### config.mk
export PLATFORM = sky130hd
export DESIGN_NAME = spi_master
export DESIGN_NICKNAME = d
export VERILOG_FILES = /design/src/design/spi_master_pkg.sv /design/src/design/spi_cmd_capture.sv /design/src/design/spi_frame_engine.sv /design/src/design/spi_master.sv /design/src/design/spi_read_return.sv
export VERILOG_INCLUDE_DIRS = /design/src /design/src/design
export SDC_FILE = /design/constraint.sdc
export NUM_CORES = 1
export LEC_CHECK = 0
export BUFFER_PORTS_ARGS = -buffer_cell sky130_fd_sc_hd__buf_2
export CAP_MARGIN = 10
export CORE_MARGIN = 2
export CORE_UTILIZATION = 50
export DETAILED_ROUTE_END_ITERATION = 10
export PLACE_DENSITY_LB_ADDON = 0.25
export SLEW_MARGIN = 30
export SYNTH_ARGS = -nofsm -noshare
export SYNTH_HDL_FRONTEND = slang
export SYNTH_SLANG_ARGS = --single-unit
export TNS_END_PERCENT = 30
### constraint.sdc
create_clock -name clk -period 5.3 [get_ports clk]
set_clock_uncertainty 0.2 [all_clocks]
set_input_delay 0.265 -clock clk [delete_from_list [all_inputs] [get_ports clk]]
set_output_delay 0.265 -clock clk [all_outputs]
set_load 0.05 [all_outputs]
### src/design/spi_master_defs.svh
`ifndef SPI_MASTER_DEFS_SVH
`define SPI_MASTER_DEFS_SVH

// full command word, MSB first on the wire
`define SPI_CMD_WIDTH 12

// data returned by a read
`define SPI_READ_WIDTH 8

// register address inside the peripheral
`define SPI_ADDR_WIDTH 3

// rw bit plus address, the part of a read that is sent
`define SPI_HDR_WIDTH 4

// clk cycles per sclk half period
`define SPI_CLK_DIV 4

`endif

### src/design/spi_master_pkg.sv
`default_nettype none
`include "spi_master_defs.svh"

package spi_master_pkg;

  typedef struct packed {
    logic                       rw;
    logic [`SPI_ADDR_WIDTH-1:0] addr;
    logic [`SPI_READ_WIDTH-1:0] wdata;
  } spi_cmd_wr_t;

  // low byte carries nothing on a read
  typedef struct packed {
    logic                       rw;
    logic [`SPI_ADDR_WIDTH-1:0] addr;
    logic [`SPI_READ_WIDTH-1:0] rsvd;
  } spi_cmd_rd_t;

  typedef union packed {
    spi_cmd_wr_t wr;
    spi_cmd_rd_t rd;
  } spi_cmd_u;

  // wide enough to count every bit of the longest frame
  typedef logic [$clog2(`SPI_CMD_WIDTH + 1)-1:0] spi_bit_cnt_t;

  typedef struct packed {
    logic [`SPI_CMD_WIDTH-1:0] shift;
    spi_bit_cnt_t              tx_bits;
    logic                      is_read;
  } spi_frame_t;

  typedef struct packed {
    logic [`SPI_ADDR_WIDTH-1:0] addr;
    logic [`SPI_READ_WIDTH-1:0] data;
  } spi_rd_result_t;

endpackage

`default_nettype wire

### src/design/spi_cmd_capture.sv
`timescale 1ns/10ps
`default_nettype none
`include "spi_master_defs.svh"

module spi_cmd_capture
  import spi_master_pkg::*;
(
  input  logic       clk,
  input  logic       rst_n,
  input  logic       cmd_req,
  input  spi_cmd_u   cmd,
  output logic       cmd_ack,
  output logic       frm_req,
  output spi_frame_t frm,
  input  logic       frm_ack
);

  spi_frame_t frm_next;
  logic       take_cmd;

  // the stage is empty only once the previous frame link has fully closed
  assign take_cmd = cmd_req && !cmd_ack && !frm_req && !frm_ack;

  always_comb
  begin
    frm_next = '0;
    if (cmd.wr.rw)
    begin
      frm_next.shift   = {cmd.wr.rw, cmd.wr.addr, cmd.wr.wdata};
      frm_next.tx_bits = spi_bit_cnt_t'(`SPI_CMD_WIDTH);
      frm_next.is_read = 1'b0;
    end
    else
    begin
      // header goes out left-aligned, the data byte comes back on miso
      frm_next.shift   = {cmd.rd.rw, cmd.rd.addr,
                          {(`SPI_CMD_WIDTH - `SPI_HDR_WIDTH){1'b0}}};
      frm_next.tx_bits = spi_bit_cnt_t'(`SPI_HDR_WIDTH);
      frm_next.is_read = 1'b1;
    end
  end

  always_ff @(posedge clk or negedge rst_n)
  begin
    if (!rst_n)
    begin
      cmd_ack <= 1'b0;
      frm_req <= 1'b0;
    end
    else
    begin
      if (take_cmd)
        cmd_ack <= 1'b1;
      else if (cmd_ack && !cmd_req)
        cmd_ack <= 1'b0;

      // frame request goes up together with the host ack
      if (take_cmd)
        frm_req <= 1'b1;
      else if (frm_req && frm_ack)
        frm_req <= 1'b0;
    end
  end

  always_ff @(posedge clk)
  begin
    if (take_cmd)
      frm <= frm_next;
  end

endmodule

`default_nettype wire

### src/design/spi_frame_engine.sv
`timescale 1ns/10ps
`default_nettype none
`include "spi_master_defs.svh"

module spi_frame_engine
  import spi_master_pkg::*;
(
  input  logic           clk,
  input  logic           rst_n,
  input  logic           frm_req,
  input  spi_frame_t     frm,
  output logic           frm_ack,
  output logic           res_req,
  output spi_rd_result_t res,
  input  logic           res_ack,
  output logic           sclk,
  output logic           cs_n,
  output logic           mosi,
  input  logic           miso
);

  typedef enum logic [2:0] {
    ST_IDLE,
    ST_SETUP,
    ST_TX,
    ST_RX,
    ST_FINISH
  } state_t;

  localparam int DIV_W = $clog2(`SPI_CLK_DIV);

  state_t                     state;
  logic [DIV_W-1:0]           div_cnt;
  logic                       half_tick;
  logic                       start;
  spi_bit_cnt_t               bit_cnt;
  spi_bit_cnt_t               bit_cnt_inc;
  spi_bit_cnt_t               tx_bits;
  logic                       is_read;
  logic [`SPI_CMD_WIDTH-1:0]  tx_shift;
  logic [`SPI_READ_WIDTH-1:0] rx_shift;
  logic [`SPI_ADDR_WIDTH-1:0] addr;

  // hold off while a read result is still in its handshake
  assign start       = (state == ST_IDLE) && frm_req && !frm_ack && !res_req && !res_ack;
  assign half_tick   = (div_cnt == DIV_W'(`SPI_CLK_DIV - 1));
  assign bit_cnt_inc = bit_cnt + 1'b1;
  assign mosi        = !cs_n && tx_shift[`SPI_CMD_WIDTH-1];
  assign res         = '{addr: addr, data: rx_shift};

  always_ff @(posedge clk or negedge rst_n)
  begin
    if (!rst_n)
      div_cnt <= '0;
    else if (state == ST_IDLE || half_tick)
      div_cnt <= '0;
    else
      div_cnt <= div_cnt + 1'b1;
  end

  always_ff @(posedge clk or negedge rst_n)
  begin
    if (!rst_n)
    begin
      state   <= ST_IDLE;
      sclk    <= 1'b0;
      cs_n    <= 1'b1;
      frm_ack <= 1'b0;
      res_req <= 1'b0;
      bit_cnt <= '0;
    end
    else
    begin
      if (frm_ack && !frm_req)
        frm_ack <= 1'b0;
      if (res_req && res_ack)
        res_req <= 1'b0;

      case (state)
        ST_IDLE:
          if (start)
          begin
            frm_ack <= 1'b1;
            cs_n    <= 1'b0;
            bit_cnt <= '0;
            state   <= ST_SETUP;
          end
        // first low half period lets mosi settle before the first rising edge
        ST_SETUP:
          if (half_tick)
          begin
            sclk  <= 1'b1;
            state <= ST_TX;
          end
        ST_TX:
          if (half_tick)
          begin
            sclk <= !sclk;
            if (sclk)
            begin
              bit_cnt <= bit_cnt_inc;
              if (bit_cnt_inc == tx_bits)
              begin
                bit_cnt <= '0;
                state   <= is_read ? ST_RX : ST_FINISH;
              end
            end
          end
        ST_RX:
          if (half_tick)
          begin
            sclk <= !sclk;
            if (sclk)
            begin
              bit_cnt <= bit_cnt_inc;
              if (bit_cnt_inc == spi_bit_cnt_t'(`SPI_READ_WIDTH))
                state <= ST_FINISH;
            end
          end
        ST_FINISH:
          if (half_tick)
          begin
            cs_n  <= 1'b1;
            state <= ST_IDLE;
            if (is_read)
              res_req <= 1'b1;
          end
        default:
          state <= ST_IDLE;
      endcase
    end
  end

  // mosi moves on falling edges, miso is taken on rising edges
  always_ff @(posedge clk)
  begin
    if (start)
    begin
      tx_shift <= frm.shift;
      tx_bits  <= frm.tx_bits;
      is_read  <= frm.is_read;
      addr     <= frm.shift[`SPI_CMD_WIDTH-2 -: `SPI_ADDR_WIDTH];
    end
    else if (state == ST_TX && half_tick && sclk)
      tx_shift <= {tx_shift[`SPI_CMD_WIDTH-2:0], 1'b0};

    if (state == ST_RX && half_tick && !sclk)
      rx_shift <= {rx_shift[`SPI_READ_WIDTH-2:0], miso};
  end

endmodule

`default_nettype wire

### src/design/spi_master.sv
`timescale 1ns/10ps
`default_nettype none

module spi_master
  import spi_master_pkg::*;
(
  input  logic           clk,
  input  logic           rst_n,
  input  logic           cmd_req,
  input  spi_cmd_u       cmd,
  output logic           cmd_ack,
  output logic           rd_req,
  output spi_rd_result_t rd,
  input  logic           rd_ack,
  output logic           sclk,
  output logic           cs_n,
  output logic           mosi,
  input  logic           miso
);

  logic           frm_req;
  logic           frm_ack;
  spi_frame_t     frm;
  logic           res_req;
  logic           res_ack;
  spi_rd_result_t res;

  spi_cmd_capture u_capture (
    .clk     (clk),
    .rst_n   (rst_n),
    .cmd_req (cmd_req),
    .cmd     (cmd),
    .cmd_ack (cmd_ack),
    .frm_req (frm_req),
    .frm     (frm),
    .frm_ack (frm_ack)
  );

  spi_frame_engine u_engine (
    .clk     (clk),
    .rst_n   (rst_n),
    .frm_req (frm_req),
    .frm     (frm),
    .frm_ack (frm_ack),
    .res_req (res_req),
    .res     (res),
    .res_ack (res_ack),
    .sclk    (sclk),
    .cs_n    (cs_n),
    .mosi    (mosi),
    .miso    (miso)
  );

  spi_read_return u_return (
    .clk     (clk),
    .rst_n   (rst_n),
    .res_req (res_req),
    .res     (res),
    .res_ack (res_ack),
    .rd_req  (rd_req),
    .rd      (rd),
    .rd_ack  (rd_ack)
  );

endmodule

`default_nettype wire

### src/design/spi_read_return.sv
`timescale 1ns/10ps
`default_nettype none

module spi_read_return
  import spi_master_pkg::*;
(
  input  logic           clk,
  input  logic           rst_n,
  input  logic           res_req,
  input  spi_rd_result_t res,
  output logic           res_ack,
  output logic           rd_req,
  output spi_rd_result_t rd,
  input  logic           rd_ack
);

  logic take_res;

  assign take_res = res_req && !res_ack && !rd_req && !rd_ack;

  always_ff @(posedge clk or negedge rst_n)
  begin
    if (!rst_n)
    begin
      res_ack <= 1'b0;
      rd_req  <= 1'b0;
    end
    else if (take_res)
    begin
      res_ack <= 1'b1;
      rd_req  <= 1'b1;
    end
    else
    begin
      if (rd_req && rd_ack)
        rd_req <= 1'b0;
      // ack stays up so the engine waits until the host has the result
      if (res_ack && !res_req && (!rd_req || rd_ack))
        res_ack <= 1'b0;
    end
  end

  always_ff @(posedge clk)
  begin
    if (take_res)
      rd <= res;
  end

endmodule

`default_nettype wire

; Yosys cells after proc, flatten, opt, wreduce, memory -nomap -nowiden
; Cells that the tools add are included.
[op_classes]
n_addsub = 2
n_eq_ne = 17
n_reduce_logical = 48
n_mux = 42
[ops]
columns = op, n
row1 = $mux W3, 10
row2 = $mux W12, 2
row3 = $mux W4, 6
row4 = $logic_and A1 B1 Y1, 22
row5 = $ne A2 B1 Y1 const B, 10
row6 = $mux W1, 18
row7 = $mux W17, 1
row8 = $pmux W3 S5, 1
row9 = $reduce_bool A2 Y1, 7
row10 = $pmux W4 S3, 1
row11 = $logic_not A1 Y1, 10
row12 = $reduce_and A9 Y1, 1
row13 = $eq A3 B2 Y1 const B, 2
row14 = $reduce_and A3 Y1, 2
row15 = $reduce_and A6 Y1, 1
row16 = $add A4 B1 Y4 const B, 1
row17 = $eq A4 B4 Y1, 1
row18 = $eq A4 B4 Y1 const B, 1
row19 = $pmux W1 S2, 2
row20 = $eq A3 B1 Y1 const B, 1
row21 = $eq A3 B3 Y1 const B, 1
row22 = $logic_not A3 Y1, 1
row23 = $reduce_bool A3 Y1, 1
row24 = $add A2 B1 Y2 const B, 1
row25 = other kinds (4), 5
[totals]
wordCells = 131
regBits = 73
inputBits = 17

; Logic depth before layout (Yosys ltp)
[logic_depth]
ltp_word = 7
mapped_depth = 6
ltp_nobuf = 5

; Hierarchy
; From an unflattened synthesis, not the netlist that was laid out.
[hier_totals]
cells_unflattened = 187
hier_area_um2 = 2800.2
[modules_own_cells]
columns = module, cells_each, n_inst, seq_area_each_um2, area_each_um2
row1 = spi_frame_engine, 131, 1, 1167.4, 1805.5
row2 = spi_cmd_capture, 36, 1, 440.4, 575.6
row3 = spi_read_return, 20, 1, 380.4, 419.2

; Worst setup path after synthesis
; OpenSTA, ideal clock, no wires.
[synth_path]
path_type = flip-flop to flip-flop
start = register u_engine.frm_ack
end = register u_engine.tx_shift[0], enable pin
arrival_ns = 1.971
synth_period_minus_slack_ns = 2.568
required_time_ns = 4.704
setup_ns = 0.396
path_stages_with_launch = 5
path_slack_ns = 2.732
cell_sequence = dfrtp_1 or4b_4 nor2_1 a31oi_1 nor3_1
[synth_via]
elab_chain_len = 5
[synth_rtl]
columns = item, line
row1 = from (decl), spi_frame_engine.sv:12  ; output logic frm_ack,
row2 = from (signal assigned), spi_frame_engine.sv:68  ; frm_ack <= 1'b0;
row3 = from (signal assigned), spi_frame_engine.sv:75  ; frm_ack <= 1'b0;
row4 = from (signal assigned), spi_frame_engine.sv:83  ; frm_ack <= 1'b1;
row5 = $logic_not A1 Y1, spi_frame_engine.sv:45  ; assign start = (state == ST_IDLE) && frm_req && !frm_ack && !res_req && !res_ack;
row6 = $logic_and A1 B1 Y1 (3 in series), spi_frame_engine.sv:45
row7 = $reduce_bool A2 Y1 (no line), n/a
row8 = to (signal assigned), spi_frame_engine.sv:139  ; tx_shift <= frm.shift;
row9 = to (signal assigned), spi_frame_engine.sv:145  ; tx_shift <= {tx_shift[`SPI_CMD_WIDTH-2:0], 1'b0};
row10 = to (decl), spi_frame_engine.sv:40  ; logic [`SPI_CMD_WIDTH-1:0] tx_shift;
; No other way between the ends.
; A chain may end at the register's enable or synchronous reset.

; Worst setup path after layout
[layout_path]
start = register u_engine.state[2]
end = register u_engine.tx_shift[8] (data pin)
[layout_via]
elab_chain_len = 6
[layout_rtl]
columns = item, line
row1 = from (decl), spi_frame_engine.sv:32  ; state_t state;
row2 = from (signal assigned), spi_frame_engine.sv:105  ; state <= is_read ? ST_RX : ST_FINISH;
row3 = $logic_not A3 Y1, spi_frame_engine.sv:45
row4 = $logic_and A1 B1 Y1 (4 in series), spi_frame_engine.sv:45
row5 = $mux W12, spi_frame_engine.sv:137  ; if (start)
; No other way between the ends.

==> tab_implementation.tex <==
\begin{tabular}{lr}
\hline
Metric & Value \\
\hline
\multicolumn{2}{l}{\textbf{Status}} \\
\quad Outcome & finished, final reports clean \\
\multicolumn{2}{l}{\textbf{Clock tree}} \\
\quad CTS tree & yes \\
\quad Clk\_lat worst skew & 0.34 ns \\
\quad CTS root buf & clkbuf\_8 \\
\quad Clock Sink Count & 66 \\
\quad Clock input transition at the sequential cells of the worst setup and hold paths & 0.07 ns \\
\quad Number of clock buffers inserted by TritonCTS & 9 \\
\quad CTS Hold Bufs & 12 \\
\quad Buffers inserted by post-CTS timing repair & 0 \\
\quad Clock tree buffer depth & 2 \\
\quad Resized Gates After CTS & 0 \\
\quad CTS H-tree depth & 3 \\
\multicolumn{2}{l}{\textbf{Worst setup path}} \\
\quad Worst endpoint data arrival time & 2.19 ns \\
\quad Path depth of the worst reg2reg path & 3 \\
\quad Largest stage delay on the critical path & 0.55 ns \\
\quad Crit path required time & 5.19 ns \\
\quad Critical path capture point type & flip-flop \\
\quad Launching point of the worst reg2reg path & u\_engine.state[2] \\
\quad Internal reg-to-reg setup slack & 3.00 ns \\
\quad FF-to-FF End & u\_engine.tx\_shift[8] \\
\quad Slowest library cell on the worst path & dfrtp\_1 \\
\quad Cell-by-cell listing of the critical path & nor3\_2 > nand2\_1 > mux2\_1 \\
\quad Critical-path maximum fanout & 16 \\
\quad Critical setup path kind & flip-flop to flip-flop \\
\quad Worst Setup Start Kind & flip-flop \\
\multicolumn{2}{l}{\textbf{Worst hold path}} \\
\quad Worst hold stages & 2 \\
\quad Path category of the worst min-delay check & input pin to flip-flop \\
\quad Hold Path End & u\_capture.frm[5] \\
\quad Hold Path Origin & cmd[0] \\
\multicolumn{2}{l}{\textbf{Power and ir drop}} \\
\quad Power Internal & 0.928 mW \\
\quad Switch share & 30.2\% \\
\quad Static Leak & 1.22 nW \\
\quad Gate power share & 20.8\% \\
\quad Sequential fraction of design power & 53.0\% \\
\quad Power density of the placed cells & 419 mW/mm\^{}2 \\
\quad Clk network pwr share & 26.2\% \\
\quad Net switching component of the power & 0.401 mW \\
\quad Worst ir drop on vdd & 0.230 mV \\
\multicolumn{2}{l}{\textbf{Layout}} \\
\quad Post-layout net count & 244 \\
\quad Share of cells above drive strength 1 & 27.0\% \\
\quad Non-filler cells, final & 300 \\
\quad Synthesis-to-finish area growth & 18.1\% \\
\quad Antenna Cells & 0 \\
\quad Filler cells & 436 \\
\multicolumn{2}{l}{\textbf{Placement}} \\
\quad Global placement routability congestion & 0.820 \\
\quad Buffers on Ports & 32 \\
\quad Minimum setup slack after placement & 2.78 ns \\
\quad Post-detail-place hpwl & 2.96 mm \\
\quad Placed Cells & 272 \\
\multicolumn{2}{l}{\textbf{STA}} \\
\quad Final hold vios & 0 \\
\quad Slew at the pin with the worst max-slew slack & 0.615 ns \\
\quad Period Utilization, post-route & 43.5\% \\
\quad Total setup violations reported at the end of the flow & 0 \\
\quad Max-slew headroom at the worst pin & 59.0\% \\
\quad Setup repair after global routing missed its margin & false \\
\quad Setup tns final & 0 ns \\
\quad Final Max Tran Viols & 0 \\
\quad Hold Worst Slack & 0.00959 ns \\
\quad Smallest setup slack after layout & 3.00 ns \\
\quad Final min period & 2.30 ns \\
\quad Maximum clock frequency & 0.434 GHz \\
\multicolumn{2}{l}{\textbf{Routing}} \\
\quad Detailed-route wire length per cell & 15.1 um \\
\quad Number of nets with antenna violations after detailed routing & 0 \\
\quad Residual DRC & 0 \\
\quad Post-detailed-routing wire length & 4.52 mm \\
\quad Via Count & 1,590 \\
\quad Drt first pass iters & 4 \\
\quad Starting DRC count in detailed routing & 121 \\
\quad Via density per instance & 5.30 \\
\multicolumn{2}{l}{\textbf{Floorplanning}} \\
\quad Std-Cell Rows & 26 \\
\quad Vertical die dimension & 77.2 um \\
\quad Total die area & 0.00597 sq mm \\
\quad Core Region & 0.00514 sq mm \\
\quad Starting density of the core & 52.2\% \\
\quad Number of ports placed on the die boundary & 33 \\
\quad Width of the die & 77.2 um \\
\multicolumn{2}{l}{\textbf{Synth}} \\
\quad Library cells used by synthesis & 47 \\
\quad Syn\_nets & 193 \\
\quad Flip-flop cell with the highest count after synthesis & edfxtp\_1 \\
\quad Post-synthesis sequential area ratio & 70.8\% \\
\quad Cell Area, Synth & 0.00268 sq mm \\
\quad Synthesized instance count & 174 \\
\quad Synth Register Bits & 66 \\
\quad Average footprint of a synthesized cell & 15.4 sq um \\
\quad Number of flops mapped to enable cells by yosys & 49 \\
\quad Proportion of synthesized flip-flops having asynchronous set or reset & 25.8\% \\
\quad Warnings, synthesis & 0 \\
\multicolumn{2}{l}{\textbf{GRT}} \\
\quad Total congestion overflow & 0 \\
\quad Initial antenna violation count & 0 \\
\quad Number of global-route vias before repair & 1,561 \\
\quad Total GRT Usage & 16.5\% \\
\quad Global-route wire length before repair & 7.30 mm \\
\quad Pin count of the biggest net entering global routing & 18 \\
\multicolumn{2}{l}{\textbf{Run}} \\
\quad Count of maximum capacitance violations & 0 \\
\hline
\end{tabular}
worst max-delay path by stage:
stage,slack [ns],end,depth (start not counted),from
final,3.00,u_engine.tx_shift[8],3,u_engine.state[2]
after global routing,2.84,u_engine.tx_shift[4],3,u_engine.state[2]
after floorplan,2.73,u_engine.tx_shift[0],4,u_engine.frm_ack
after CTS,2.81,u_engine.rx_shift[6],3,u_engine.state[2]
after detailed placement,2.78,u_engine.rx_shift[1],3,u_engine.state[2]
after global placement,3.00,u_engine.rx_shift[0],3,u_engine.state[2]
metal layers:
metal / global-route usage, % / routed length [um]
met5: 0 / 0
met4: 10.7 / 101
met3: 4.24 / 192
met2: 25.6 / 2230
met1: 20.5 / 2000
registers in the layout, summed over array words and instances, names as in the netlist:
name and flops:
u_engine.state 3, u_engine.bit_cnt 4, u_engine.is_read 1, u_engine.res_req 1, u_capture.frm 13, u_engine.rx_shift 8
u_engine.addr 3, u_engine.frm_ack 1, u_engine.cs_n 1, u_return.rd 11, u_capture.cmd_ack 1, u_engine.tx_shift 12
u_return.res_ack 1, u_engine.tx_bits 1, u_return.rd_req 1, u_engine.div_cnt 2, u_capture.frm_req 1, u_engine.sclk 1
cell usage after synthesis (2+ instances only):
master | count | area share (%)
buf_2 | 2 | 0.37
nor2_1 | 8 | 1.1
nor3_1 | 5 | 0.93
and3_1 | 2 | 0.47
dfrtp_1 | 16 | 15
inv_1 | 6 | 0.84
a21oi_1 | 5 | 0.93
nor2b_1 | 2 | 0.47
and2_1 | 9 | 2.1
nand3_1 | 2 | 0.37
edfxtp_1 | 49 | 55
o21ai_0 | 6 | 1.1
mux2_1 | 8 | 3.4
ha_1 | 2 | 0.93
mux2_2 | 3 | 1.3
o21bai_1 | 2 | 0.56
o31ai_1 | 4 | 1.1
clkbuf_8 | 3 | 1.5
nor4b_2 | 2 | 1.1
o21a_1 | 2 | 0.56
nor3b_1 | 3 | 0.84
nand2_1 | 8 | 1.1
critical path: cells and delay by family (launching register included):
kind	cells	cell delay, ns
AND/OR/NAND/NOR	2	0.85
flip-flops	1	0.55
multiplexers	1	0.45
cell usage in the layout (no fill, tap or decap), drive strengths merged, types with 2 or more instances in the layout:
master       count
nor2             8
o21ai            6
ha               2
nor3             6
and3             2
buf             33
edfxtp          49
o21bai           2
clkinv           3
nor3b            3
clkbuf          12
and2b            2
o21a             2
nor4b            2
mux2            12
dfrtp           16
and2             9
nand3            2
nor2b            2
o31ai            4
or2              2
a21oi            6
inv              6
nand2            8
dlygate4sd3     12
through the flow:
step,cell area (sq um),util (%),power [mW]
4_1_cts,3160,61.5,1.33
3_3_place_gp,2890,56.2,0.960
5_1_grt,3170,61.6,1.40
3_5_place_dp,2890,56.2,0.982
6_report,3170,61.6,1.33
2_1_floorplan,2680,-,0.914
cell type report:
class	count	area (sq um)	share of cell area, %
Tap cell	70	87.6	2.76
Clock buffer	12	135	4.27
Inverter	6	22.5	0.711
Sequential cell	66	1900	59.9
Clock inverter	4	21.3	0.671
Multi-Input combinational cell	97	716	22.6
Timing Repair Buffer	45	288	9.08
power by group through the flow:
stage               sequential (mW)  clock (mW)  combinational, mW
floorplan                     0.710           0              0.204
detailed placement            0.712           0              0.270
global placement              0.707           0              0.253
global route                  0.713       0.379              0.305
finish                        0.704       0.348              0.277
CTS                           0.702       0.356              0.277
kinds of logic (layout without fill, tap and decap cells):
logic type	after synthesis	count (layout)	synth area share [%]
AO/OA/AOI/OAI	31	31	8.58
XOR/XNOR	1	1	0.327
adder cells (fa/ha/maj)	2	2	0.933
buffers and inverters	11	67	2.75
flip-flops	66	66	70.8
multiplexers	12	12	5.18
AND/OR/NAND/NOR	51	51	11.5
(Power assumes the default switching activity.)
